<file path="config.mk">
export PLATFORM = sky130hd
export DESIGN_NAME = data_ram_mux
export DESIGN_NICKNAME = d
export VERILOG_FILES = /design/src/common/mem_region_pkg.sv /design/src/data_ram/data_ram_mux.sv
export SDC_FILE = /design/constraint.sdc
export NUM_CORES = 1
export LEC_CHECK = 0
export ABC_CLOCK_PERIOD_IN_PS = 1100
export BUFFER_PORTS_ARGS = -buffer_cell sky130_fd_sc_hd__buf_2
export CORE_AREA = 4 4 98 100
export CTS_BUF_LIST = sky130_fd_sc_hd__clkbuf_8
export DETAILED_ROUTE_END_ITERATION = 7
export DIE_AREA = 0 0 102 104
export PLACE_DENSITY_LB_ADDON = 0.1
export SLEW_MARGIN = 0
export SYNTH_ARGS = -nofsm -noshare
export SYNTH_HDL_FRONTEND = slang
export SYNTH_SLANG_ARGS = --single-unit
</file>
<file path="constraint.sdc">
create_clock -name clk -period 1.1 [get_ports clk]
set_input_delay 0.22 -clock clk [delete_from_list [all_inputs] [get_ports clk]]
set_output_delay 0.22 -clock clk [all_outputs]
set_load 0.02 [all_outputs]
</file>
<file path="src/common/mem_region_pkg.sv">
package mem_region_pkg;

  // Bus widths shared by the LSU, external and RAM ports
  localparam int ADDR_W = 32;
  localparam int DATA_W = 32;
  localparam int BE_W   = DATA_W / 8;

  // Upper address bits that select the region
  localparam int TAG_W = 12;

  // Tag of the local data RAM, everything else goes external
  localparam logic [TAG_W-1:0] LOCAL_TAG = 12'h001;

  // Byte address as issued by the LSU
  typedef logic [ADDR_W-1:0] addr_t;

  // One data word
  typedef logic [DATA_W-1:0] data_t;

  // One enable bit per byte lane
  typedef logic [BE_W-1:0] be_t;

  // Where the next LSU response comes from
  typedef enum logic
  {
    RESP_RAM = 1'b0,
    RESP_EXT = 1'b1
  } resp_src_e;

endpackage
</file>
<file path="src/data_ram/data_ram_mux.sv">
`timescale 1ns/1ps

module data_ram_mux
#(
  parameter int RAM_ADDR_W = 8
)
(
  input  logic                   clk,
  input  logic                   rst_n,

  // Loader port, always served first
  input  logic                   ld_req_i,
  input  logic [RAM_ADDR_W-1:0]  ld_addr_i,
  input  logic                   ld_we_i,
  input  mem_region_pkg::be_t    ld_be_i,
  input  mem_region_pkg::data_t  ld_wdata_i,
  output mem_region_pkg::data_t  ld_rdata_o,

  // Core port from the LSU demux, byte addressed
  input  logic                   core_req_i,
  input  mem_region_pkg::addr_t  core_addr_i,
  input  logic                   core_we_i,
  input  mem_region_pkg::be_t    core_be_i,
  input  mem_region_pkg::data_t  core_wdata_i,
  output logic                   core_gnt_o,
  output logic                   core_rvalid_o,
  output mem_region_pkg::data_t  core_rdata_o,

  // Single RAM port
  output logic                   mem_en_o,
  output logic [RAM_ADDR_W-1:0]  mem_addr_o,
  output logic                   mem_we_o,
  output mem_region_pkg::be_t    mem_be_o,
  output mem_region_pkg::data_t  mem_wdata_o,
  input  mem_region_pkg::data_t  mem_rdata_i
);

  logic [RAM_ADDR_W-1:0] core_word_addr;
  logic                  ld_served_q;
  logic                  core_served_q;

  // Drop the byte offset of the core address
  assign core_word_addr = core_addr_i[RAM_ADDR_W+1:2];

  // Loader takes priority, core only when the loader is idle
  assign core_gnt_o = core_req_i & ~ld_req_i;

  assign mem_en_o = ld_req_i | core_req_i;

  always_comb
  begin
    if (ld_req_i)
    begin
      mem_addr_o  = ld_addr_i;
      mem_we_o    = ld_we_i;
      mem_be_o    = ld_be_i;
      mem_wdata_o = ld_wdata_i;
    end
    else
    begin
      mem_addr_o  = core_word_addr;
      mem_we_o    = core_we_i;
      mem_be_o    = core_be_i;
      mem_wdata_o = core_wdata_i;
    end
  end

  // Track who owned the RAM in the previous cycle
  always_ff @(posedge clk, negedge rst_n)
  begin
    if (!rst_n)
    begin
      ld_served_q   <= 1'b0;
      core_served_q <= 1'b0;
    end
    else
    begin
      ld_served_q   <= ld_req_i;
      core_served_q <= core_gnt_o;
    end
  end

  // One response per grant, exactly one cycle later
  assign core_rvalid_o = core_served_q;

  // Read data goes only to the previous owner
  assign ld_rdata_o   = ld_served_q   ? mem_rdata_i : '0;
  assign core_rdata_o = core_served_q ? mem_rdata_i : '0;

endmodule

</file>
; Word level (Yosys, flattened, before mapping)
; Cells that the tools add are included.
[word_totals]
register_bits = 2
input_bits = 150
output_inout_bits = 112
elab_cells = 11
[op_classes]
mux = 6
n_bitwise = 3
[ops]
columns = op, n
row1 = $mux W32, 3
row2 = $mux W8, 1
row3 = $mux W4, 1
row4 = $and A1 B1 Y1, 1
row5 = $mux W1, 1
row6 = $not A1 Y1, 1
row7 = $or A1 B1 Y1, 1

; Logic depth before layout (Yosys ltp)
[logic_depth]
depth_word = 2
ltp_mapped = 3
mapped_depth_nobuf = 1

; Least setup slack after synthesis
; Ideal clock, no wire load.
[synth_path]
path_type = reg-to-output
from = reg core_served_q (netlist: core_rvalid_o)
to = out core_rdata_o[10]
arrival_ns = 0.950
t_required_ns = 0.880
path_slack_ns = -0.070
stages_incl_launch_ff = 3
n_path_buf = 1
path_cell_list = dfrtp_1 -> clkbuf_1 -> and2_1
[synth_between]
elab_chain_len = 1
[synth_rtl]
columns = element, line_no
row1 = "start, declared", data_ram_mux.sv:40  ; logic core_served_q;
row2 = "start signal, assigned", data_ram_mux.sv:79  ; core_served_q <= core_gnt_o;
row3 = $mux W32, data_ram_mux.sv:88  ; assign core_rdata_o = core_served_q ? mem_rdata_i : '0;
row4 = "end, declared", data_ram_mux.sv:27  ; output mem_region_pkg::data_t core_rdata_o,
; No other way between the ends.

; Worst setup path in the final report
[layout_path]
from = reg core_served_q (netlist: core_rvalid_o)
to = out core_rdata_o[21]
; Same word-level chain as after synthesis.

==> impl_results.md <==
* Top post-synthesis cells by area: mux2_4, and2_1, mux2_2
* Synth Warn # at 0
* Port Buf Inserts at 237
* Most common library cells after synthesis: and2_1, mux2_4, mux2_2
* Die area at 10,600 um^2
* First-pass GRT wire length at 10,200 um
* Worst Tran Pin Value at 0.172 ns
* Drt drc at 0
* WL per Instance at 16.1 um
* Clock Path Buffers at 2
* Tot GR Track Use at 12.3%
* Diode count at 0
* Initial antenna violation count at 0
* Violated checks: negative setup slack
* Setup violators final at 110
* Routability cong. at 0.782
* Post-Synthesis Cells at 124
* Fin nets at 526
* CP max FO at 16
* Max-slew headroom at 88.5%
* Critical Path RT at 0.88 ns
* CP startpoint kind: flop
* Logic pwr share at 81.4%
* Final worst slack at -0.307 ns
* Final Hold Viols at 0
* Htree depth at 1
* Pre-antenna DRT Iters at 4
* Part of the power in registers at 4.1%
* Switching share of power at 37.3%
* Post-synth EDFFs at 0
* Most frequent cell after synthesis: and2_1
* Post-synth ARST share at 100%
* Area share of the largest cell type after synthesis at 36.6%
* Cell Rows at 34
* Number of max-cap violations at 0
* Die span in x at 102 um
* WP data arrival at 1.19 ns
* Primary FF master, synth: dfrtp_1
* Initial DRC count at 27
* Cell area after placement at 2520 um^2
* Routed wire length at 7780 um
* CTS buffer count at 3
* Antenna viol nets, final at 0
* CTS Root Cell: clkbuf_8
* Clock-pin slew on the worst setup and hold paths at 0.03 ns
* Unrepaired setup endpoints after global routing: true
* Internal power contribution at 1.33 mW
* Yosys top cell by area: mux2_4
* Core Footprint at 8680 um^2
* FMAX at 711 MHz
* Via density at 3.95
* Clock Sinks at 2
* Initial Util at 13.2%
* Area grow syn2layout at 217%
* Clock share of power at 14.5%
* Largest net degree at the start of global routing at 33
* Psw at 0.793 mW
* Share of layout cells above drive strength 1 at 98.7%
* Worst setup EP type: output pin
* Status: finished with violations
* CTS tree: yes
* Leak at 2.04 nW
* Vias in the first global route at 1,999
* Avg Cell Area, Syn at 9.25 um^2
* Synth Register Bits at 2
* WHS at 0.343 ns
* Die height at 104 um
* Post-detail-place hpwl at 5480 um
* Crit path kind: flop to output pin
* PwrDens at 584 nW/um^2
* Max-slew violation count at 0
* Post-synth net total at 274
* I/O pin total at 262
* Unique masters post-synth at 9
* Final min period at 1.41 ns
* Routed vias at 1,910
* VDD IR max at 0.000203 V
* Hold WC Path Type: primary input to async pin
* Sequential fraction of the synthesis area at 4.36%
* GRT overflow at 0
* Finished Cell Area at 3640 um^2
* Filler cells at 861
* Post-Syn Area at 1150 um^2
* Crit share post-route at 128%
## sequential cells by signal, summed over array words and instances (netlist names)
| name | count |
|---|---|
| ld_served_q | 1 |
| core_rvalid_o | 1 |
## worst max path at each step
stage	start	to	slack (ns)	cells after the start
finish	core_rvalid_o	core_rdata_o[21]	-0.31	3
global route	core_rvalid_o	core_rdata_o[2]	-0.33	3
CTS	core_rvalid_o	core_rdata_o[28]	-0.31	3
detailed placement	ld_req_i	mem_we_o	-0.21	4
global placement	ld_req_i	mem_we_o	-0.21	4
floorplan	core_rvalid_o	core_rdata_o[10]	0.02	2
## per-stage QoR
| stage | util [%] | power, mW | setup slack, ns | setup TNS [ns] | instances |
|---|---|---|---|---|---|
| floorplan | - | 0.762 | 0.0238 | 0 | 124 |
| global placement | 29.0 | 1.27 | -0.210 | -13.25 | 464 |
| detailed placement | 29.0 | 1.26 | -0.210 | -12.83 | 464 |
| CTS | 38.3 | 1.99 | -0.307 | -18.81 | 483 |
| global route | 41.9 | 2.23 | -0.331 | -19.74 | 483 |
| finish | 41.9 | 2.12 | -0.307 | -17.35 | 483 |
## layout by cell type, fill, tap and decap left out, drive strengths merged
cell type,n
mux2,45
nor2b,1
buf,255
dlygate4sd3,1
inv,1
and2,64
dfrtp,2
or2,1
clkbuf,5
## cells by family after synthesis
family	count (synthesis)	share of synthesized area, %
multiplexers	45	53.3
buffers and inverters	11	6.32
flip-flops	2	4.36
AND/OR/NAND/NOR	66	36.0
## cell type report
class	instances	area, um^2	share of cell area (%)
Clock buffer	3	41.3	1.14
Clock inverter	1	3.75	0.103
Multi-Input combinational cell	111	1220	33.6
Sequential cell	2	55.1	1.51
Tap cell	108	135	3.72
Timing Repair Buffer	258	2180	60.0
## routing by layer
metal / vias up / global-route usage, % / part of all wire (%)
li1: 913 / - / -
met1: 852 / 10.6 / 28
met2: 139 / 25.1 / 59
met3: 6 / 3.89 / 11
met4: 0 / 4.40 / 1.4
met5: - / 0 / 0
## power groups by stage
stage | registers [mW] | clock network (mW) | logic (mW)
floorplan | 0.0849 | 0 | 0.677
global placement | 0.0952 | 0 | 1.17
detailed placement | 0.0948 | 0 | 1.16
CTS | 0.0832 | 0.316 | 1.59
global route | 0.0883 | 0.319 | 1.82
finish | 0.0875 | 0.308 | 1.73
## timing repair
action / CTS / global route
setup endpoints to repair: 112 / 110
gates cloned: 7 / 3
setup buffers: 7 / 1
hold buffers: 1 / 0
pin swaps: 0 / 31
gates resized for setup: 165 / 114
endpoints found under the hold margin: 2 / 0
## critical path, cell delays in order (launching register included)
cell and delay, ns:
dfrtp_4 0.49, buf_12 0.16, and2_2 0.16, buf_2 0.15
Note: power is estimated with default switching activity, not from simulation.
