--- config.mk ---
export PLATFORM = sky130hd
export DESIGN_NAME = lsu_demux
export DESIGN_NICKNAME = d
export VERILOG_FILES = /design/src/common/mem_region_pkg.sv /design/src/logic/lsu_demux.sv
export SDC_FILE = /design/constraint.sdc
export NUM_CORES = 1
export LEC_CHECK = 0
export ABC_AREA = 1
export BUFFER_PORTS_ARGS = -buffer_cell sky130_fd_sc_hd__buf_2
export CAP_MARGIN = 20
export CORE_AREA = 2 2 122 124
export DETAILED_ROUTE_END_ITERATION = 10
export DIE_AREA = 0 0 124 126
export MAX_ROUTING_LAYER = met4
export SETUP_SLACK_MARGIN = 0.15
export SLEW_MARGIN = 20
export SYNTH_ARGS = -nofsm -noshare
export SYNTH_HDL_FRONTEND = slang
export SYNTH_SLANG_ARGS = --single-unit
--- constraint.sdc ---
create_clock -name clk -period 2.5 [get_ports clk]
set_clock_uncertainty 0.2 [all_clocks]
set_input_delay 0.125 -clock clk [delete_from_list [all_inputs] [get_ports clk]]
set_output_delay 0.125 -clock clk [all_outputs]
set_load 0.01 [all_outputs]
--- src/common/mem_region_pkg.sv ---
package mem_region_pkg;

  // Bus widths shared by the LSU, external and RAM ports
  localparam int ADDR_W = 32;
  localparam int DATA_W = 32;
  localparam int BE_W   = DATA_W / 8;

  // Upper address bits that select the region
  localparam int TAG_W = 12;

  // Tag of the local data RAM, everything else goes external
  localparam logic [TAG_W-1:0] LOCAL_TAG = 12'h001;

  // Byte address as issued by the LSU
  typedef logic [ADDR_W-1:0] addr_t;

  // One data word
  typedef logic [DATA_W-1:0] data_t;

  // One enable bit per byte lane
  typedef logic [BE_W-1:0] be_t;

  // Where the next LSU response comes from
  typedef enum logic
  {
    RESP_RAM = 1'b0,
    RESP_EXT = 1'b1
  } resp_src_e;

endpackage
--- src/logic/lsu_demux.sv ---
`timescale 1ns/1ps

module lsu_demux
(
  input  logic                   clk,
  input  logic                   rst_n,

  // LSU side
  input  logic                   lsu_req_i,
  input  mem_region_pkg::addr_t  lsu_addr_i,
  input  logic                   lsu_we_i,
  input  mem_region_pkg::be_t    lsu_be_i,
  input  mem_region_pkg::data_t  lsu_wdata_i,
  output logic                   lsu_gnt_o,
  output logic                   lsu_rvalid_o,
  output mem_region_pkg::data_t  lsu_rdata_o,

  // External bus side
  output logic                   ext_req_o,
  output mem_region_pkg::addr_t  ext_addr_o,
  output logic                   ext_we_o,
  output mem_region_pkg::be_t    ext_be_o,
  output mem_region_pkg::data_t  ext_wdata_o,
  input  logic                   ext_gnt_i,
  input  logic                   ext_rvalid_i,
  input  mem_region_pkg::data_t  ext_rdata_i,

  // Local RAM side
  output logic                   ram_req_o,
  output mem_region_pkg::addr_t  ram_addr_o,
  output logic                   ram_we_o,
  output mem_region_pkg::be_t    ram_be_o,
  output mem_region_pkg::data_t  ram_wdata_o,
  input  logic                   ram_gnt_i,
  input  logic                   ram_rvalid_i,
  input  mem_region_pkg::data_t  ram_rdata_i
);

  logic [mem_region_pkg::TAG_W-1:0] lsu_tag;
  logic                             is_local;
  mem_region_pkg::resp_src_e        resp_src_q;
  mem_region_pkg::resp_src_e        resp_src_d;

  // Region decode on the top address bits
  assign lsu_tag  = lsu_addr_i[mem_region_pkg::ADDR_W-1 -: mem_region_pkg::TAG_W];
  assign is_local = (lsu_tag == mem_region_pkg::LOCAL_TAG);

  // Only one of the two targets sees the request
  assign ram_req_o = lsu_req_i & is_local;
  assign ext_req_o = lsu_req_i & ~is_local;

  // Request fields fan out unchanged to both targets
  assign ram_addr_o  = lsu_addr_i;
  assign ram_we_o    = lsu_we_i;
  assign ram_be_o    = lsu_be_i;
  assign ram_wdata_o = lsu_wdata_i;

  assign ext_addr_o  = lsu_addr_i;
  assign ext_we_o    = lsu_we_i;
  assign ext_be_o    = lsu_be_i;
  assign ext_wdata_o = lsu_wdata_i;

  // Grant from the selected target, remember it once accepted
  always_comb
  begin
    resp_src_d = resp_src_q;
    lsu_gnt_o  = 1'b0;

    if (ext_req_o)
    begin
      lsu_gnt_o = ext_gnt_i;
      if (ext_gnt_i)
        resp_src_d = mem_region_pkg::RESP_EXT;
    end
    else if (ram_req_o)
    begin
      lsu_gnt_o = ram_gnt_i;
      if (ram_gnt_i)
        resp_src_d = mem_region_pkg::RESP_RAM;
    end
  end

  always_ff @(posedge clk, negedge rst_n)
  begin
    if (!rst_n)
      resp_src_q <= mem_region_pkg::RESP_RAM;
    else
      resp_src_q <= resp_src_d;
  end

  // Response path back to the LSU
  assign lsu_rdata_o  = (resp_src_q == mem_region_pkg::RESP_EXT) ? ext_rdata_i : ram_rdata_i;
  assign lsu_rvalid_o = ext_rvalid_i | ram_rvalid_i;

endmodule

==> Word-level counts from Yosys, hierarchy flattened <==
Index checks and enable logic that the tools add are counted.
{ "classes": {"mux": 7, "n_reduce_logical": 3, "eq_ne": 2, "bitwise_logic": 4} }
{ "ops": {"columns": ["operator", "count"], "rows": [
  ["2-to-1 mux 32 bit", 1],
  ["equality test 12 x 1 -> 1 bit, second input constant", 1],
  ["2-to-1 mux 1 bit", 6],
  ["nonzero test 2 bit", 2],
  ["AND reduction 3 bit", 1],
  ["AND 1 bit", 2],
  ["!= test 2 x 1 -> 1 bit, second input constant", 1],
  ["NOT 1 bit", 1],
  ["OR 1 bit", 1]
]} }
{ "totals": {"wordCells": 17, "register_bits": 1, "in_bits": 140} }

==> Depth between registers and ports, before layout <==
{ "depth": {"depth_word": 5, "depth_mapped": 7} }

==> Worst setup path after synthesis <==
No wires, ideal clock.
{ "synth_timing": {"path_kind": "reg2out", "from": "register resp_src_q", "to": "output port lsu_rdata_o[0]", "required_ps": 2175, "path_buffers": 2, "path_stages_with_launch": 4, "arrival_time_ps": 937, "setup_slack_ps": 1238, "path_cell_list": "dfrtp_1 -> buf_6 -> buf_12 -> mux2_4"} }
{ "synth_via": {"elab_chain_cells": 1} }
{ "synth_lines": {"columns": ["element", "line_no", "source"], "rows": [
  ["from (decl)", "lsu_demux.sv:41", "mem_region_pkg::resp_src_e resp_src_q;"],
  ["from (signal assigned)", "lsu_demux.sv:86", "resp_src_q <= mem_region_pkg::RESP_RAM;"],
  ["from (signal assigned)", "lsu_demux.sv:88", "resp_src_q <= resp_src_d;"],
  ["2-to-1 mux 32 bit", "lsu_demux.sv:92", "assign lsu_rdata_o = (resp_src_q == mem_region_pkg::RESP_EXT) ? ext_rdata_i : ram_rdata_i;"],
  ["to (decl)", "lsu_demux.sv:16", "output mem_region_pkg::data_t lsu_rdata_o,"]
]} }
Every way passes these cells.

==> Final worst setup path <==
{ "layout_timing": {"from": "register resp_src_q", "to": "output port lsu_rdata_o[19]"} }
Same word-level chain as after synthesis.

==> summary.json <==
{
  "final_layout": {
    "regMostFlops": "resp_src_q",
    "layout-drive-gt1-share_pct": 89.4,
    "fill_cells": 1667,
    "final_nets": 340,
    "reg.largest.list": "resp_src_q: 1 flops",
    "commonest_non_fill_non_tap_cells_in_the_layout": "142 x buf_2, 29 x mux2_4, 8 x nor2_1",
    "layout.cell_area.non_filler_um2": 1560,
    "largest_register_ffs": 1,
    "area.growth.synth_to_final_pct": -7.85,
    "final_common_cell": "buf_2"
  },
  "timing": {
    "timing_max_transition_violations_final": 0,
    "tns_ns": 0,
    "max_clock_freq_mhz": 700,
    "relSlewSlack_pct": 84.2,
    "final_report_hold_violation_count": 0,
    "shortest_clock_period_the_worst_path_allows_after_layout_ns": 1.43,
    "period_share_pct": 57.2,
    "final.setup.worst_slack_ns": 1.07,
    "setup_viol_count_final": 0,
    "setup_repair_after_global_routing_missed_its_margin": "no",
    "max_slew.worst_pin.slew_ns": 0.238
  },
  "critical_path": {
    "critical_path_endpoint_category": "output port",
    "critPathKind": "reg2out",
    "worstPathArrival_ns": 1.10,
    "crit_path_max_fanout": 33,
    "worst_ep_required_time_ns": 2.17,
    "setup.worst_path.start_class": "flop"
  },
  "placed_design": {
    "pre_cts_ws_ns": 1.07,
    "placed_cell_area_um2": 1550,
    "port-buffer-count": 142,
    "dp.final_hpwl_mm": 3.93,
    "place.gp.congestion": 0.684
  },
  "floorplanning": {
    "core_area_um2": 14300,
    "floorplan.initialDensity_pct": 11.8,
    "design.die.area_um2": 15600,
    "fp-row-count": 44,
    "count_of_boundary_i_o_pins": 314,
    "horizontal_extent_of_the_die_um": 124,
    "die-height_um": 126
  },
  "global_route": {
    "grtUsageTotal_pct": 4.59,
    "leftover_overflow_at_the_end_of_global_routing": 0,
    "first_global_vias": 1010,
    "grt_antenna_before_repair": 1,
    "grt_max_degree": 34,
    "first_pass_grt_wire_length_mm": 5.24
  },
  "routing": {
    "wire_per_inst_um": 11.2,
    "drt_pass1_iterations": 4,
    "initialDrtViolationCount": 15,
    "postRouteAntennaNets": 0,
    "via_per_inst": 2.86,
    "drc_viols": 0,
    "routed_wl_mm": 4.29,
    "detailroute.via_count": 1095
  },
  "synthesis": {
    "ys_seq_elements": 1,
    "synthesis.instances": 196,
    "yosysUniqueCellTypes": 14,
    "syn-mean-instance-area_um2": 8.62,
    "mappedNetlistNets": 336,
    "synth_area_um2": 1690,
    "sequential_to_total_area_share_from_yosys_stat_pct": 1.48,
    "yosys_warnings": 0
  },
  "clock_network": {
    "clkSlewWorstSetupHoldPaths_ns": 0,
    "clk-insertion-delay-late_ns": 0,
    "post-cts-setup-buffers": 0
  },
  "power_and_ir_drop": {
    "worst_ir_drop_vdd_uv": 40.3,
    "power_switching_mw": 0.0848,
    "power.clock.fraction_pct": 0,
    "pwr-share-comb_pct": 92.4,
    "internal_power_mw": 0.131,
    "swShare_pct": 39.3,
    "power.leakage_nw": 0.926,
    "sequential_power_share_pct": 7.6,
    "power.density_nw_per_um2": 139,
    "totalPowerFinal_mw": 0.216
  },
  "job": {
    "max_cap_violations": 0
  },
  "hold_path": {
    "hp-class": "in2out"
  },
  "status": {
    "run_status": "finished clean"
  }
}
## kinds of logic after synthesis
kind of cell / Yosys count / share of synthesized area [%]
buffers and inverters: 144 / 66.0
and+or+nand+nor: 18 / 4.52
AOI/OAI and AO/OA: 1 / 0.296
muxes: 32 / 27.8
DFF: 1 / 1.48
## metal layers
metal | GRT usage, % | share of wire, % | up-vias
met2 | 8.50 | 48 | 139
li1 | - | - | 486
met1 | 3.79 | 26 | 461
met3 | 2.40 | 24 | 9
met5 | - | 0 | -
met4 | 1.72 | 2.1 | 0
## metrics by stage
| stage | cells | hold WS [ns] | utilization (%) |
|---|---|---|---|
| after floorplan | 196 | -0.371 | - |
| after detailed placement | 381 | -0.288 | 10.8 |
| final | 383 | 0.0500 | 10.9 |
| after global placement | 381 | -0.288 | 10.8 |
| after global routing | 383 | 0.0500 | 10.9 |
| after CTS | 382 | 0.0501 | 10.9 |
## cell type report
class                           count  area, µm²  share of cell area, %
Antenna cell                        1       2.50                  0.161
Inverter                            2       7.51                  0.482
Multi-Input combinational cell     51        551                   35.3
Sequential cell                     1       26.3                   1.69
Tap cell                          184        230                   14.8
Timing Repair Buffer              144        741                   47.6
## cell usage after synthesis
| cell | n | share of area, % |
|---|---|---|
| a21oi_1 | 1 | 0.30 |
| and2_1 | 1 | 0.37 |
| buf_12 | 3 | 3.6 |
| buf_4 | 138 | 61 |
| buf_6 | 1 | 0.67 |
| dfrtp_1 | 1 | 1.5 |
| inv_1 | 2 | 0.44 |
| mux2_2 | 3 | 2.0 |
| mux2_4 | 29 | 26 |
| nand2_1 | 6 | 1.3 |
| nand3_1 | 1 | 0.30 |
| nand4_1 | 1 | 0.37 |
| nor2_1 | 8 | 1.8 |
| or2_2 | 1 | 0.37 |
## power groups by stage
stage | clock, mW | combinational (mW) | sequential, mW
3_3_place_gp | 0 | 0.201 | 0.0165
4_1_cts | 0 | 0.203 | 0.0165
3_5_place_dp | 0 | 0.201 | 0.0165
2_1_floorplan | 0 | 0.290 | 0.0165
6_report | 0.0000000536 | 0.200 | 0.0165
5_1_grt | 0.0000000535 | 0.220 | 0.0165
## worst paths after layout
kind | to | cells after the start | slack, ns | start
worst min-delay path | ext_addr_o[12] | 0 | 0.05 | lsu_addr_i[12]
min in group asynchronous | resp_src_q | 2 | 0.24 | rst_n
worst min register to register | resp_src_q | 3 | 0.57 | resp_src_q
max in group asynchronous | resp_src_q | 2 | 1.75 | rst_n
worst max register to register | resp_src_q | 3 | 1.44 | resp_src_q
worst max-delay path | lsu_rdata_o[19] | 3 | 1.07 | resp_src_q
## worst max-delay path: stages (launching register included)
cell     delay, ns
dfrtp_2       0.35
buf_12        0.24
mux2_2        0.36
buf_2         0.14
## timing repair
| item | in CTS | in global routing |
|---|---|---|
| resized for setup | 0 | 0 |
| hold buffers | 1 | 0 |
| endpoints found under the setup margin | 0 | 0 |
| endpoints found under the hold margin | 1 | 0 |
Note: power is estimated with default switching activity, not from simulation.
